## config.mk

```make
export PLATFORM = sky130hd
export DESIGN_NAME = sw_align_top
export DESIGN_NICKNAME = d
export VERILOG_FILES = /design/src/sw_ctrl_pkg.sv /design/src/sw_seq_pkg.sv /design/src/sw_align_top.sv /design/src/sw_cell.sv /design/src/sw_query_bank.sv /design/src/sw_array_fsm.sv /design/src/sw_step_counter.sv
export SDC_FILE = /design/constraint.sdc
export NUM_CORES = 2
export LEC_CHECK = 0
export ABC_CLOCK_PERIOD_IN_PS = 12000
export BUFFER_PORTS_ARGS = -buffer_cell sky130_fd_sc_hd__buf_2
export CORE_MARGIN = 3
export CORE_UTILIZATION = 38
export DETAILED_ROUTE_END_ITERATION = 8
export PLACE_DENSITY = 0.55
export RECOVER_POWER = 25
export SYNTH_ARGS = -nofsm -noshare
export SYNTH_HDL_FRONTEND = slang
export SYNTH_SLANG_ARGS = --single-unit
```

## constraint.sdc

```tcl
create_clock -name clk -period 12 [get_ports clk]
set_input_delay 0.6 -clock clk [delete_from_list [all_inputs] [get_ports clk]]
set_output_delay 0.6 -clock clk [all_outputs]
set_load 0.005 [all_outputs]
```

## src/sw_ctrl_pkg.sv

```systemverilog
package sw_ctrl_pkg;

    //////////////////////////////////////////////////
    // controller phases
    //////////////////////////////////////////////////

    // one pass: load query, stream target, drain the array, flag done
    typedef enum logic [2:0] {
        IDLE   = 3'd0,  // waiting for start
        LOAD   = 3'd1,  // query bases written into the bank
        STREAM = 3'd2,  // target columns enter cell 0
        DRAIN  = 3'd3,  // last column walks down the chain
        DONE   = 3'd4   // single cycle, results valid
    } sw_state_t;

endpackage

```

## src/sw_seq_pkg.sv

```systemverilog
package sw_seq_pkg;

    //////////////////////////////////////////////////
    // nucleotide encoding
    //////////////////////////////////////////////////

    // 2 bit code per base, shared by query and target streams
    typedef enum logic [1:0] {
        BASE_A = 2'd0,
        BASE_C = 2'd1,
        BASE_G = 2'd2,
        BASE_T = 2'd3
    } base_t;

    //////////////////////////////////////////////////
    // score and array sizing defaults
    //////////////////////////////////////////////////

    // signed score width, enough headroom for 8 rows of small match values
    localparam int SCORE_W_DEF = 10;

    // number of systolic cells, i.e. longest query the array can hold
    localparam int NUM_CELLS_DEF = 8;

    // scores never go below zero inside the array (local alignment floor)

endpackage
```

## src/sw_align_top.sv

```systemverilog
`timescale 1ns/1ps

module sw_align_top #(
    parameter int   NUM_CELLS = sw_seq_pkg::NUM_CELLS_DEF,
    parameter int   SCORE_W   = sw_seq_pkg::SCORE_W_DEF,
    localparam int  CNT_W     = $clog2(NUM_CELLS + 1),  // holds NUM_CELLS itself
    localparam int  IDX_W     = (NUM_CELLS > 1) ? $clog2(NUM_CELLS) : 1
) (
    input  logic                      clk,
    input  logic                      rst,
    input  logic                      start,
    input  logic        [CNT_W-1:0]   query_len,
    input  logic                      query_wr,
    input  sw_seq_pkg::base_t         query_base,
    input  logic                      target_valid,
    input  sw_seq_pkg::base_t         target_base,
    input  logic                      target_last,
    input  logic signed [SCORE_W-1:0] match_score,
    input  logic signed [SCORE_W-1:0] mismatch_score,
    input  logic signed [SCORE_W-1:0] gap_open,
    output logic                      busy,
    output logic                      done,
    output logic signed [SCORE_W-1:0] best_score,
    output logic        [IDX_W-1:0]   best_query_idx
);

    logic cnt_clr, cnt_inc, count_hit, bank_wr, bank_clr;
    logic [CNT_W-1:0] count, cnt_limit;
    logic [IDX_W-1:0] bank_idx;
    sw_seq_pkg::base_t [NUM_CELLS-1:0] bases;
    logic [NUM_CELLS-1:0] row_en;

    // chain taps, entry k feeds cell k, entry NUM_CELLS is the array output
    logic                      valid_c  [NUM_CELLS+1];
    logic                      first_c  [NUM_CELLS+1];
    sw_seq_pkg::base_t         target_c [NUM_CELLS+1];
    logic signed [SCORE_W-1:0] h_c      [NUM_CELLS+1];
    logic signed [SCORE_W-1:0] hmax_c   [NUM_CELLS+1];
    logic        [IDX_W-1:0]   hidx_c   [NUM_CELLS+1];

    sw_array_fsm #(.NUM_CELLS(NUM_CELLS), .CNT_W(CNT_W)) fsm_i (
        .clk, .rst, .start, .query_len, .query_wr, .target_valid, .target_last,
        .count, .count_hit, .cnt_clr, .cnt_inc, .cnt_limit, .bank_wr, .bank_idx,
        .bank_clr, .col_valid(valid_c[0]), .col_first(first_c[0]), .busy, .done
    );

    sw_step_counter #(.CNT_W(CNT_W)) cnt_i (
        .clk, .rst, .clr(cnt_clr), .inc(cnt_inc), .limit(cnt_limit), .count, .hit(count_hit)
    );

    sw_query_bank #(.NUM_CELLS(NUM_CELLS)) bank_i (
        .clk, .rst, .clr(bank_clr), .wr(bank_wr), .idx(bank_idx), .base(query_base),
        .bases, .row_en
    );

    //////////////////////////////////////////////////
    // systolic chain, top row boundary is zero
    //////////////////////////////////////////////////

    assign target_c[0] = target_base;
    assign h_c[0]      = '0;
    assign hmax_c[0]   = '0;
    assign hidx_c[0]   = '0;

    for (genvar k = 0; k < NUM_CELLS; k++) begin : g_cell
        sw_cell #(.SCORE_W(SCORE_W), .NUM_CELLS(NUM_CELLS), .INDEX(k)) cell_i (
            .clk, .rst, .query(bases[k]), .query_en(row_en[k]),
            .match_score, .mismatch_score, .gap_open,
            .valid_in(valid_c[k]), .first_in(first_c[k]), .target_in(target_c[k]),
            .h_in(h_c[k]), .h_max_in(hmax_c[k]), .h_max_idx_in(hidx_c[k]),
            .valid_out(valid_c[k+1]), .first_out(first_c[k+1]), .target_out(target_c[k+1]),
            .h_out(h_c[k+1]), .h_max_out(hmax_c[k+1]), .h_max_idx_out(hidx_c[k+1])
        );
    end

    assign best_score     = hmax_c[NUM_CELLS];  // last cell sees every row
    assign best_query_idx = hidx_c[NUM_CELLS];

endmodule

```

## src/sw_cell.sv

```systemverilog
`timescale 1ns/1ps

module sw_cell #(
    parameter int   SCORE_W   = 10,
    parameter int   NUM_CELLS = 8,
    parameter int   INDEX     = 0,  // query row held by this cell
    localparam int  IDX_W     = (NUM_CELLS > 1) ? $clog2(NUM_CELLS) : 1
) (
    input  logic                      clk,
    input  logic                      rst,
    input  sw_seq_pkg::base_t         query,
    input  logic                      query_en,
    input  logic signed [SCORE_W-1:0] match_score,
    input  logic signed [SCORE_W-1:0] mismatch_score,
    input  logic signed [SCORE_W-1:0] gap_open,
    input  logic                      valid_in,
    input  logic                      first_in,
    input  sw_seq_pkg::base_t         target_in,
    input  logic signed [SCORE_W-1:0] h_in,          // H[i-1][j]
    input  logic signed [SCORE_W-1:0] h_max_in,      // best over rows above
    input  logic        [IDX_W-1:0]   h_max_idx_in,
    output logic                      valid_out,
    output logic                      first_out,
    output sw_seq_pkg::base_t         target_out,
    output logic signed [SCORE_W-1:0] h_out,         // H[i][j], left score next column
    output logic signed [SCORE_W-1:0] h_max_out,
    output logic        [IDX_W-1:0]   h_max_idx_out
);

    logic signed [SCORE_W-1:0] h_diag;      // h_in of the previous column
    logic signed [SCORE_W-1:0] diag, left;  // zeroed on the first column
    logic signed [SCORE_W-1:0] sub;
    logic signed [SCORE_W-1:0] s_diag, s_left, s_up, score;
    logic signed [SCORE_W-1:0] next_h;
    logic signed [SCORE_W-1:0] old_max;     // stored max, restarted per run
    logic        [IDX_W-1:0]   old_idx;

    function automatic logic signed [SCORE_W-1:0] smax(input logic signed [SCORE_W-1:0] a,
                                                       input logic signed [SCORE_W-1:0] b);
        smax = (a < b) ? b : a;  // signed compare, a wins a tie
    endfunction

    //////////////////////////////////////////////////
    // score for this column
    //////////////////////////////////////////////////

    assign diag   = first_in ? '0 : h_diag;  // left boundary of the matrix
    assign left   = first_in ? '0 : h_out;
    assign sub    = (query == target_in) ? match_score : mismatch_score;
    assign s_diag = diag + sub;
    assign s_left = left + gap_open;          // linear gap, open only
    assign s_up   = h_in + gap_open;
    assign score  = smax(smax('0, s_diag), smax(s_left, s_up));  // clip at zero
    assign next_h = query_en ? score : h_in;  // unused row just forwards

    // stored max from a previous target must not leak into this run
    assign old_max = first_in ? '0 : h_max_out;
    assign old_idx = first_in ? '0 : h_max_idx_out;

    //////////////////////////////////////////////////
    // systolic registers
    //////////////////////////////////////////////////

    always_ff @(posedge clk) begin
        if (rst) begin
            valid_out <= 1'b0;
            first_out <= 1'b0;
        end else begin
            valid_out <= valid_in;  // bubbles travel down as well
            first_out <= first_in;
        end
    end

    always_ff @(posedge clk) begin
        target_out <= target_in;  // qualified by valid_out downstream
        if (valid_in) begin
            h_diag <= h_in;
            h_out  <= next_h;
        end
    end

    // running max, ties go above, then stored, then new
    always_ff @(posedge clk) begin
        if (rst) begin
            h_max_out     <= '0;
            h_max_idx_out <= '0;
        end else if (valid_in) begin
            if (h_max_in >= old_max && h_max_in >= next_h) begin
                h_max_out     <= h_max_in;
                h_max_idx_out <= h_max_idx_in;
            end else if (old_max >= next_h) begin
                h_max_out     <= old_max;
                h_max_idx_out <= old_idx;
            end else begin
                h_max_out     <= next_h;
                h_max_idx_out <= IDX_W'(INDEX);
            end
        end
    end

endmodule

```

## src/sw_query_bank.sv

```systemverilog
`timescale 1ns/1ps

module sw_query_bank #(
    parameter int   NUM_CELLS = 8,
    localparam int  IDX_W     = (NUM_CELLS > 1) ? $clog2(NUM_CELLS) : 1
) (
    input  logic                                clk,
    input  logic                                rst,
    input  logic                                clr,    // new query coming
    input  logic                                wr,
    input  logic [IDX_W-1:0]                    idx,    // row being written
    input  sw_seq_pkg::base_t                   base,
    output sw_seq_pkg::base_t [NUM_CELLS-1:0]   bases,  // one base per cell
    output logic [NUM_CELLS-1:0]                row_en  // row holds a real base
);

    //////////////////////////////////////////////////
    // row enables
    //////////////////////////////////////////////////

    // rows never written after clr stay off, so cells past query_len
    // just forward the upper score
    always_ff @(posedge clk) begin
        if (rst) begin
            row_en <= '0;
        end else if (clr) begin
            row_en <= '0;
        end else if (wr) begin
            row_en[idx] <= 1'b1;
        end
    end

    //////////////////////////////////////////////////
    // base storage
    //////////////////////////////////////////////////

    always_ff @(posedge clk) begin
        if (wr) begin
            bases[idx] <= base;  // no reset, qualified by row_en
        end
    end

endmodule

```

## src/sw_array_fsm.sv

```systemverilog
`timescale 1ns/1ps

module sw_array_fsm #(
    parameter int   NUM_CELLS = 8,
    parameter int   CNT_W     = 4,
    localparam int  IDX_W     = (NUM_CELLS > 1) ? $clog2(NUM_CELLS) : 1
) (
    input  logic             clk,
    input  logic             rst,
    input  logic             start,         // pulse, only seen in idle
    input  logic [CNT_W-1:0] query_len,     // 1 .. NUM_CELLS
    input  logic             query_wr,
    input  logic             target_valid,
    input  logic             target_last,
    input  logic [CNT_W-1:0] count,
    input  logic             count_hit,
    output logic             cnt_clr,
    output logic             cnt_inc,
    output logic [CNT_W-1:0] cnt_limit,
    output logic             bank_wr,
    output logic [IDX_W-1:0] bank_idx,
    output logic             bank_clr,
    output logic             col_valid,     // column strobe into cell 0
    output logic             col_first,     // first column of this run
    output logic             busy,
    output logic             done
);

    sw_ctrl_pkg::sw_state_t state;
    logic [CNT_W-1:0]       len_q;       // latched query length
    logic                   first_pend;  // no target base taken yet

    //////////////////////////////////////////////////
    // phase sequencing
    //////////////////////////////////////////////////

    always_ff @(posedge clk) begin
        if (rst) begin
            state      <= sw_ctrl_pkg::IDLE;
            first_pend <= 1'b0;
        end else begin
            case (state)
                sw_ctrl_pkg::IDLE:   if (start) state <= sw_ctrl_pkg::LOAD;
                sw_ctrl_pkg::LOAD:   if (query_wr && count_hit) state <= sw_ctrl_pkg::STREAM;
                sw_ctrl_pkg::STREAM: if (target_valid && target_last) state <= sw_ctrl_pkg::DRAIN;
                sw_ctrl_pkg::DRAIN:  if (count_hit) state <= sw_ctrl_pkg::DONE;
                sw_ctrl_pkg::DONE:   state <= sw_ctrl_pkg::IDLE;  // one cycle only
                default:             state <= sw_ctrl_pkg::IDLE;
            endcase
            if (state == sw_ctrl_pkg::LOAD && query_wr && count_hit) begin
                first_pend <= 1'b1;  // arm for the first streamed base
            end else if (col_valid) begin
                first_pend <= 1'b0;
            end
        end
    end

    // length is payload, only sampled on an accepted start
    always_ff @(posedge clk) begin
        if (state == sw_ctrl_pkg::IDLE && start) begin
            len_q <= query_len;
        end
    end

    //////////////////////////////////////////////////
    // strobes, all decoded from the phase
    //////////////////////////////////////////////////

    assign bank_clr  = (state == sw_ctrl_pkg::IDLE) && start;  // drop old row enables
    assign bank_wr   = (state == sw_ctrl_pkg::LOAD) && query_wr;
    assign bank_idx  = count[IDX_W-1:0];                       // write index = rows so far

    assign col_valid = (state == sw_ctrl_pkg::STREAM) && target_valid;
    assign col_first = col_valid && first_pend;

    // counter only moves in load and drain, parked at zero elsewhere
    assign cnt_clr   = (state != sw_ctrl_pkg::LOAD) && (state != sw_ctrl_pkg::DRAIN);
    assign cnt_inc   = bank_wr || (state == sw_ctrl_pkg::DRAIN);
    assign cnt_limit = (state == sw_ctrl_pkg::DRAIN) ? CNT_W'(NUM_CELLS) : len_q;

    assign busy = (state == sw_ctrl_pkg::LOAD) || (state == sw_ctrl_pkg::STREAM) ||
                  (state == sw_ctrl_pkg::DRAIN);
    assign done = (state == sw_ctrl_pkg::DONE);

endmodule

```

## src/sw_step_counter.sv

```systemverilog
`timescale 1ns/1ps

module sw_step_counter #(
    parameter int CNT_W = 4
) (
    input  logic             clk,
    input  logic             rst,
    input  logic             clr,    // back to zero, wins over inc
    input  logic             inc,
    input  logic [CNT_W-1:0] limit,  // terminal count for the current phase
    output logic [CNT_W-1:0] count,
    output logic             hit     // next inc reaches limit
);

    logic [CNT_W-1:0] last_val;  // limit minus one

    assign last_val = limit - CNT_W'(1);

    // look ahead by one so the controller can switch phase on the same edge
    // as the final increment, no idle cycle in between
    assign hit = (count == last_val);

    always_ff @(posedge clk) begin
        if (rst) begin
            count <= '0;
        end else if (clr) begin
            count <= '0;
        end else if (inc) begin
            count <= count + CNT_W'(1);  // wraps, never exceeds limit in use
        end
    end

endmodule

```

==> summary.md <==
| Metric | Value |
|---|---|
| Result of the run | `finished with violations` |
| Failing checks | `max-capacitance violations, max-slew violations` |
| Antenna violations before repair | `3` |
| Cell taking the most area after synthesis | `ha_1` |
| Clock tree from TritonCTS | `yes` |
| Die width | `306 um` |
| Synth warnings | `0` |
| Largest vdd supply drop | `0.0000813 V` |
| Number of flops mapped to enable cells by yosys | `170` |
| Hold Violations, Final | `0` |
| Buffer count from post-CTS setup fixing | `0` |
| Initial standard-cell utilization of the core | `0.385` |
| TritonRoute pass-1 iters | `6` |
| Post-route antenna net violation count | `0` |
| Vertical extent of the die | `306 um` |
| Max FO, Critical Path | `32` |
| Setup TNS after final layout | `0 ns` |
| Switching power of the nets | `1380 uW` |
| Hold Path Class | `in -> reg` |
| Total overflow reported by the global router | `0` |
| Slew at the pin closest to its max-slew limit | `1.64 ns` |
| Rows | `109` |
| Clock transition at the registers of the reported paths | `0.07 ns` |
| CTS resizes | `0` |
| Worst relative slew slack | `-0.0952` |
| Post-synthesis async set-or-reset flop share | `0` |
| Origin of the critical flop-to-flop path | `g_cell[0].cell_i.first_out` |
| Number of synthesized register bits | `311` |
| Post-Syn Nets | `4632` |
| Worst setup path startpoint | `g_cell[0].cell_i.first_out` |
| Routed wire per std cell | `20.6 um` |
| Final clock period utilization by the worst path | `0.861` |
| Final weighted congestion of routability-driven global placement | `0.926` |
| Switching share of total power | `0.366` |
| Instance area at placement | `35900 um^2` |
| Critical path's slowest cell | `clkbuf_1` |
| # nets final | `4657` |
| Pwr Total | `3780 uW` |
| Final-report max-slew violation count | `33` |
| Buffer levels on the longest clock path | `3` |
| Worst reg-to-reg path cell count | `37` |
| Distinct cell type count of the synthesized netlist | `100` |
| Fraction of final layout cells with drive strength greater than 1 | `0.0671` |
| Dominant cell type by count on the critical path | `a21o_1` |
| Post-Synthesis Mean Instance Area | `8.58 um^2` |
| Worst skew pair latency | `0.59 ns` |
| RSZ-0062 raised after global routing | `no` |
| Maximum number of pins on one net before global-route repair | `47` |
| CTS Buf Count | `40` |
| Clk pwr share | `0.321` |
| Fraction of power consumed by combinational cells | `0.376` |
| DP HPWL | `82.8 mm` |
| Sequential power share | `0.302` |
| DRC Markers | `0` |
| Number of ports placed on the die boundary | `59` |
| Pleak | `0.0166 uW` |
| Dominant cells by area after synthesis | `ha_1, edfxtp_1, dfxtp_1` |
| Post-DR vias/cell | `5.61` |
| Via count of the first global-routing pass | `27952` |
| Syn-to-layout area delta | `8.54%` |
| Top cells by instance count after synthesis | `ha_1, inv_1, nor2_1` |
| Highest clock frequency the design can meet | `96.8 MHz` |
| Reg area | `7930 um^2` |
| Area of the core region | `88900 um^2` |
| CTS Sinks | `311` |
| Initial detailed-routing violation count | `2015` |
| Combined area of all synthesized cells | `34300 um^2` |
| Number of max-cap violations | `1` |
| Kind of end point of the critical path | `flip-flop` |
| Delay of the slowest critical-path stage | `1.05 ns` |
| Sequential element share of the synthesized area | `0.231` |
| Area of the multi-input gates | `24600 um^2` |
| Worst Hold Launch | `target_base[1]` |
| Number of buffer cells added on primary ports | `58` |
| Global-route wire length before repair | `165 mm` |
| Final setup violation count | `0` |
| Placed Cells incl. Taps | `5143` |
| CTS Root Cell | `clkbuf_16` |
| Total die area | `93800 um^2` |
| Fraction of post-synthesis cell area in the top cell type by area | `0.209` |
| Total power density per cell area | `102 nW/um^2` |
| Summed area of non-filler cells in the final layout | `37200 um^2` |
| Post-synthesis cell count | `3995` |
| Classification of the worst setup path | `reg -> reg` |
| Total wire length | `107 mm` |
| Maximum clock skew at final layout | `0.0352 ns` |
| Data required time of the critical path | `12.43 ns` |
| Minimum clock period after layout | `10.33 ns` |
| Fill cells | `8949` |
| Total number of vias | `29260` |
| Number of H-tree levels | `2` |
| Count leader, synth | `ha_1` |
| Power Internal | `2390 uW` |
| GRT Util Overall | `0.224` |
| Data arrival time of the critical path | `10.76 ns` |
| Final instance count without filler cells | `5218` |
| Worst hold path stage count | `1` |
| Startpoint Class | `flip-flop` |
| Hold buffer count at CTS | `0` |
| Most instantiated flip-flop cell in the synthesis netlist | `edfxtp_1` |
## power by group through the flow
stage          clock (uW)  sequential (uW)  combinational [uW]
2_1_floorplan           0             1160                1070
3_3_place_gp            0             1160                1400
3_5_place_dp            0             1160                1400
4_1_cts              1240             1140                1410
5_1_grt              1280             1140                1590
6_report             1210             1140                1420
## final timing paths
path | slack [ns] | endpoint
max | 1.67 | g_cell[1].cell_i.h_max_out[2]
min | 0.17 | g_cell[0].cell_i.target_out[1]
max reg2reg | 1.67 | g_cell[1].cell_i.h_max_out[2]
min reg2reg | 0.36 | g_cell[5].cell_i.target_out[1]
## critical path: cells and delay by family, from the launching register on
kind | cells | cell delay, ns
AOI/OAI and AO/OA | 20 | 4.53
xor gates and xnor gates | 1 | 0.14
adders and majority gates | 5 | 1.67
buffers and inverters | 2 | 1.26
DFF | 1 | 0.31
and+or+nand+nor | 9 | 2.19
## cell families (layout without fill, tap and decap cells)
| group | Yosys count | after routing | synth area share |
|---|---|---|---|
| mux | 192 | 192 | 0.0594 |
| buf+inv | 460 | 517 | 0.0507 |
| flops | 311 | 311 | 0.231 |
| xor+xnor | 207 | 207 | 0.0533 |
| simple gates | 1260 | 1260 | 0.191 |
| fa+ha+maj | 593 | 593 | 0.221 |
| compound gates | 972 | 972 | 0.193 |
| other cells | 0 | 1 | 0 |
## through the flow
step	hold slack [ns]	utilization	setup WS, ns
3_5_place_dp	0.355	0.404	1.93
3_3_place_gp	0.352	0.404	1.98
2_1_floorplan	0.349	-	3.27
5_1_grt	0.157	0.418	0.947
6_report	0.168	0.418	1.67
4_1_cts	0.112	0.418	2.19
## routing by layer
layer,global-route usage,part of all wire,up-vias
met4,0.0740,0.035,2
met2,0.351,0.43,733
met5,0,0.00012,-
met3,0.0271,0.052,176
met1,0.318,0.48,13715
li1,-,-,14634
## registers in the layout, indices dropped and copies added, names as in the netlist
signal / count
fsm_i.state: 3
bank_i.row_en: 8
g_cell.cell_i.h_max_idx_out: 17
g_cell.cell_i.first_out: 7
bank_i.bases: 16
cnt_i.count: 4
g_cell.cell_i.target_out: 14
g_cell.cell_i.h_out: 80
g_cell.cell_i.h_max_out: 80
fsm_i.first_pend: 1
g_cell.cell_i.h_diag: 70
g_cell.cell_i.valid_out: 7
fsm_i.len_q: 4
## cell usage in the layout, fill, tap and decap left out, drive strengths merged, types with 137 or more instances in the layout
master and count:
edfxtp 170, nand2b 143, nor2 326, inv 343, o21ai 168, a21oi 234, xnor2 137, dfxtp 141
ha 571, nand2 192, nor2b 220
## layout make-up
cell class | count | area share
Antenna cell | 1 | 0.0000673
Inverter | 343 | 0.0346
Sequential cell | 311 | 0.213
Clock buffer | 55 | 0.0312
Multi-Input combinational cell | 3224 | 0.662
Tap cell | 1165 | 0.0392
Timing Repair Buffer | 100 | 0.0160
Clock inverter | 19 | 0.00373
Note: power is estimated with default switching activity, not from simulation.
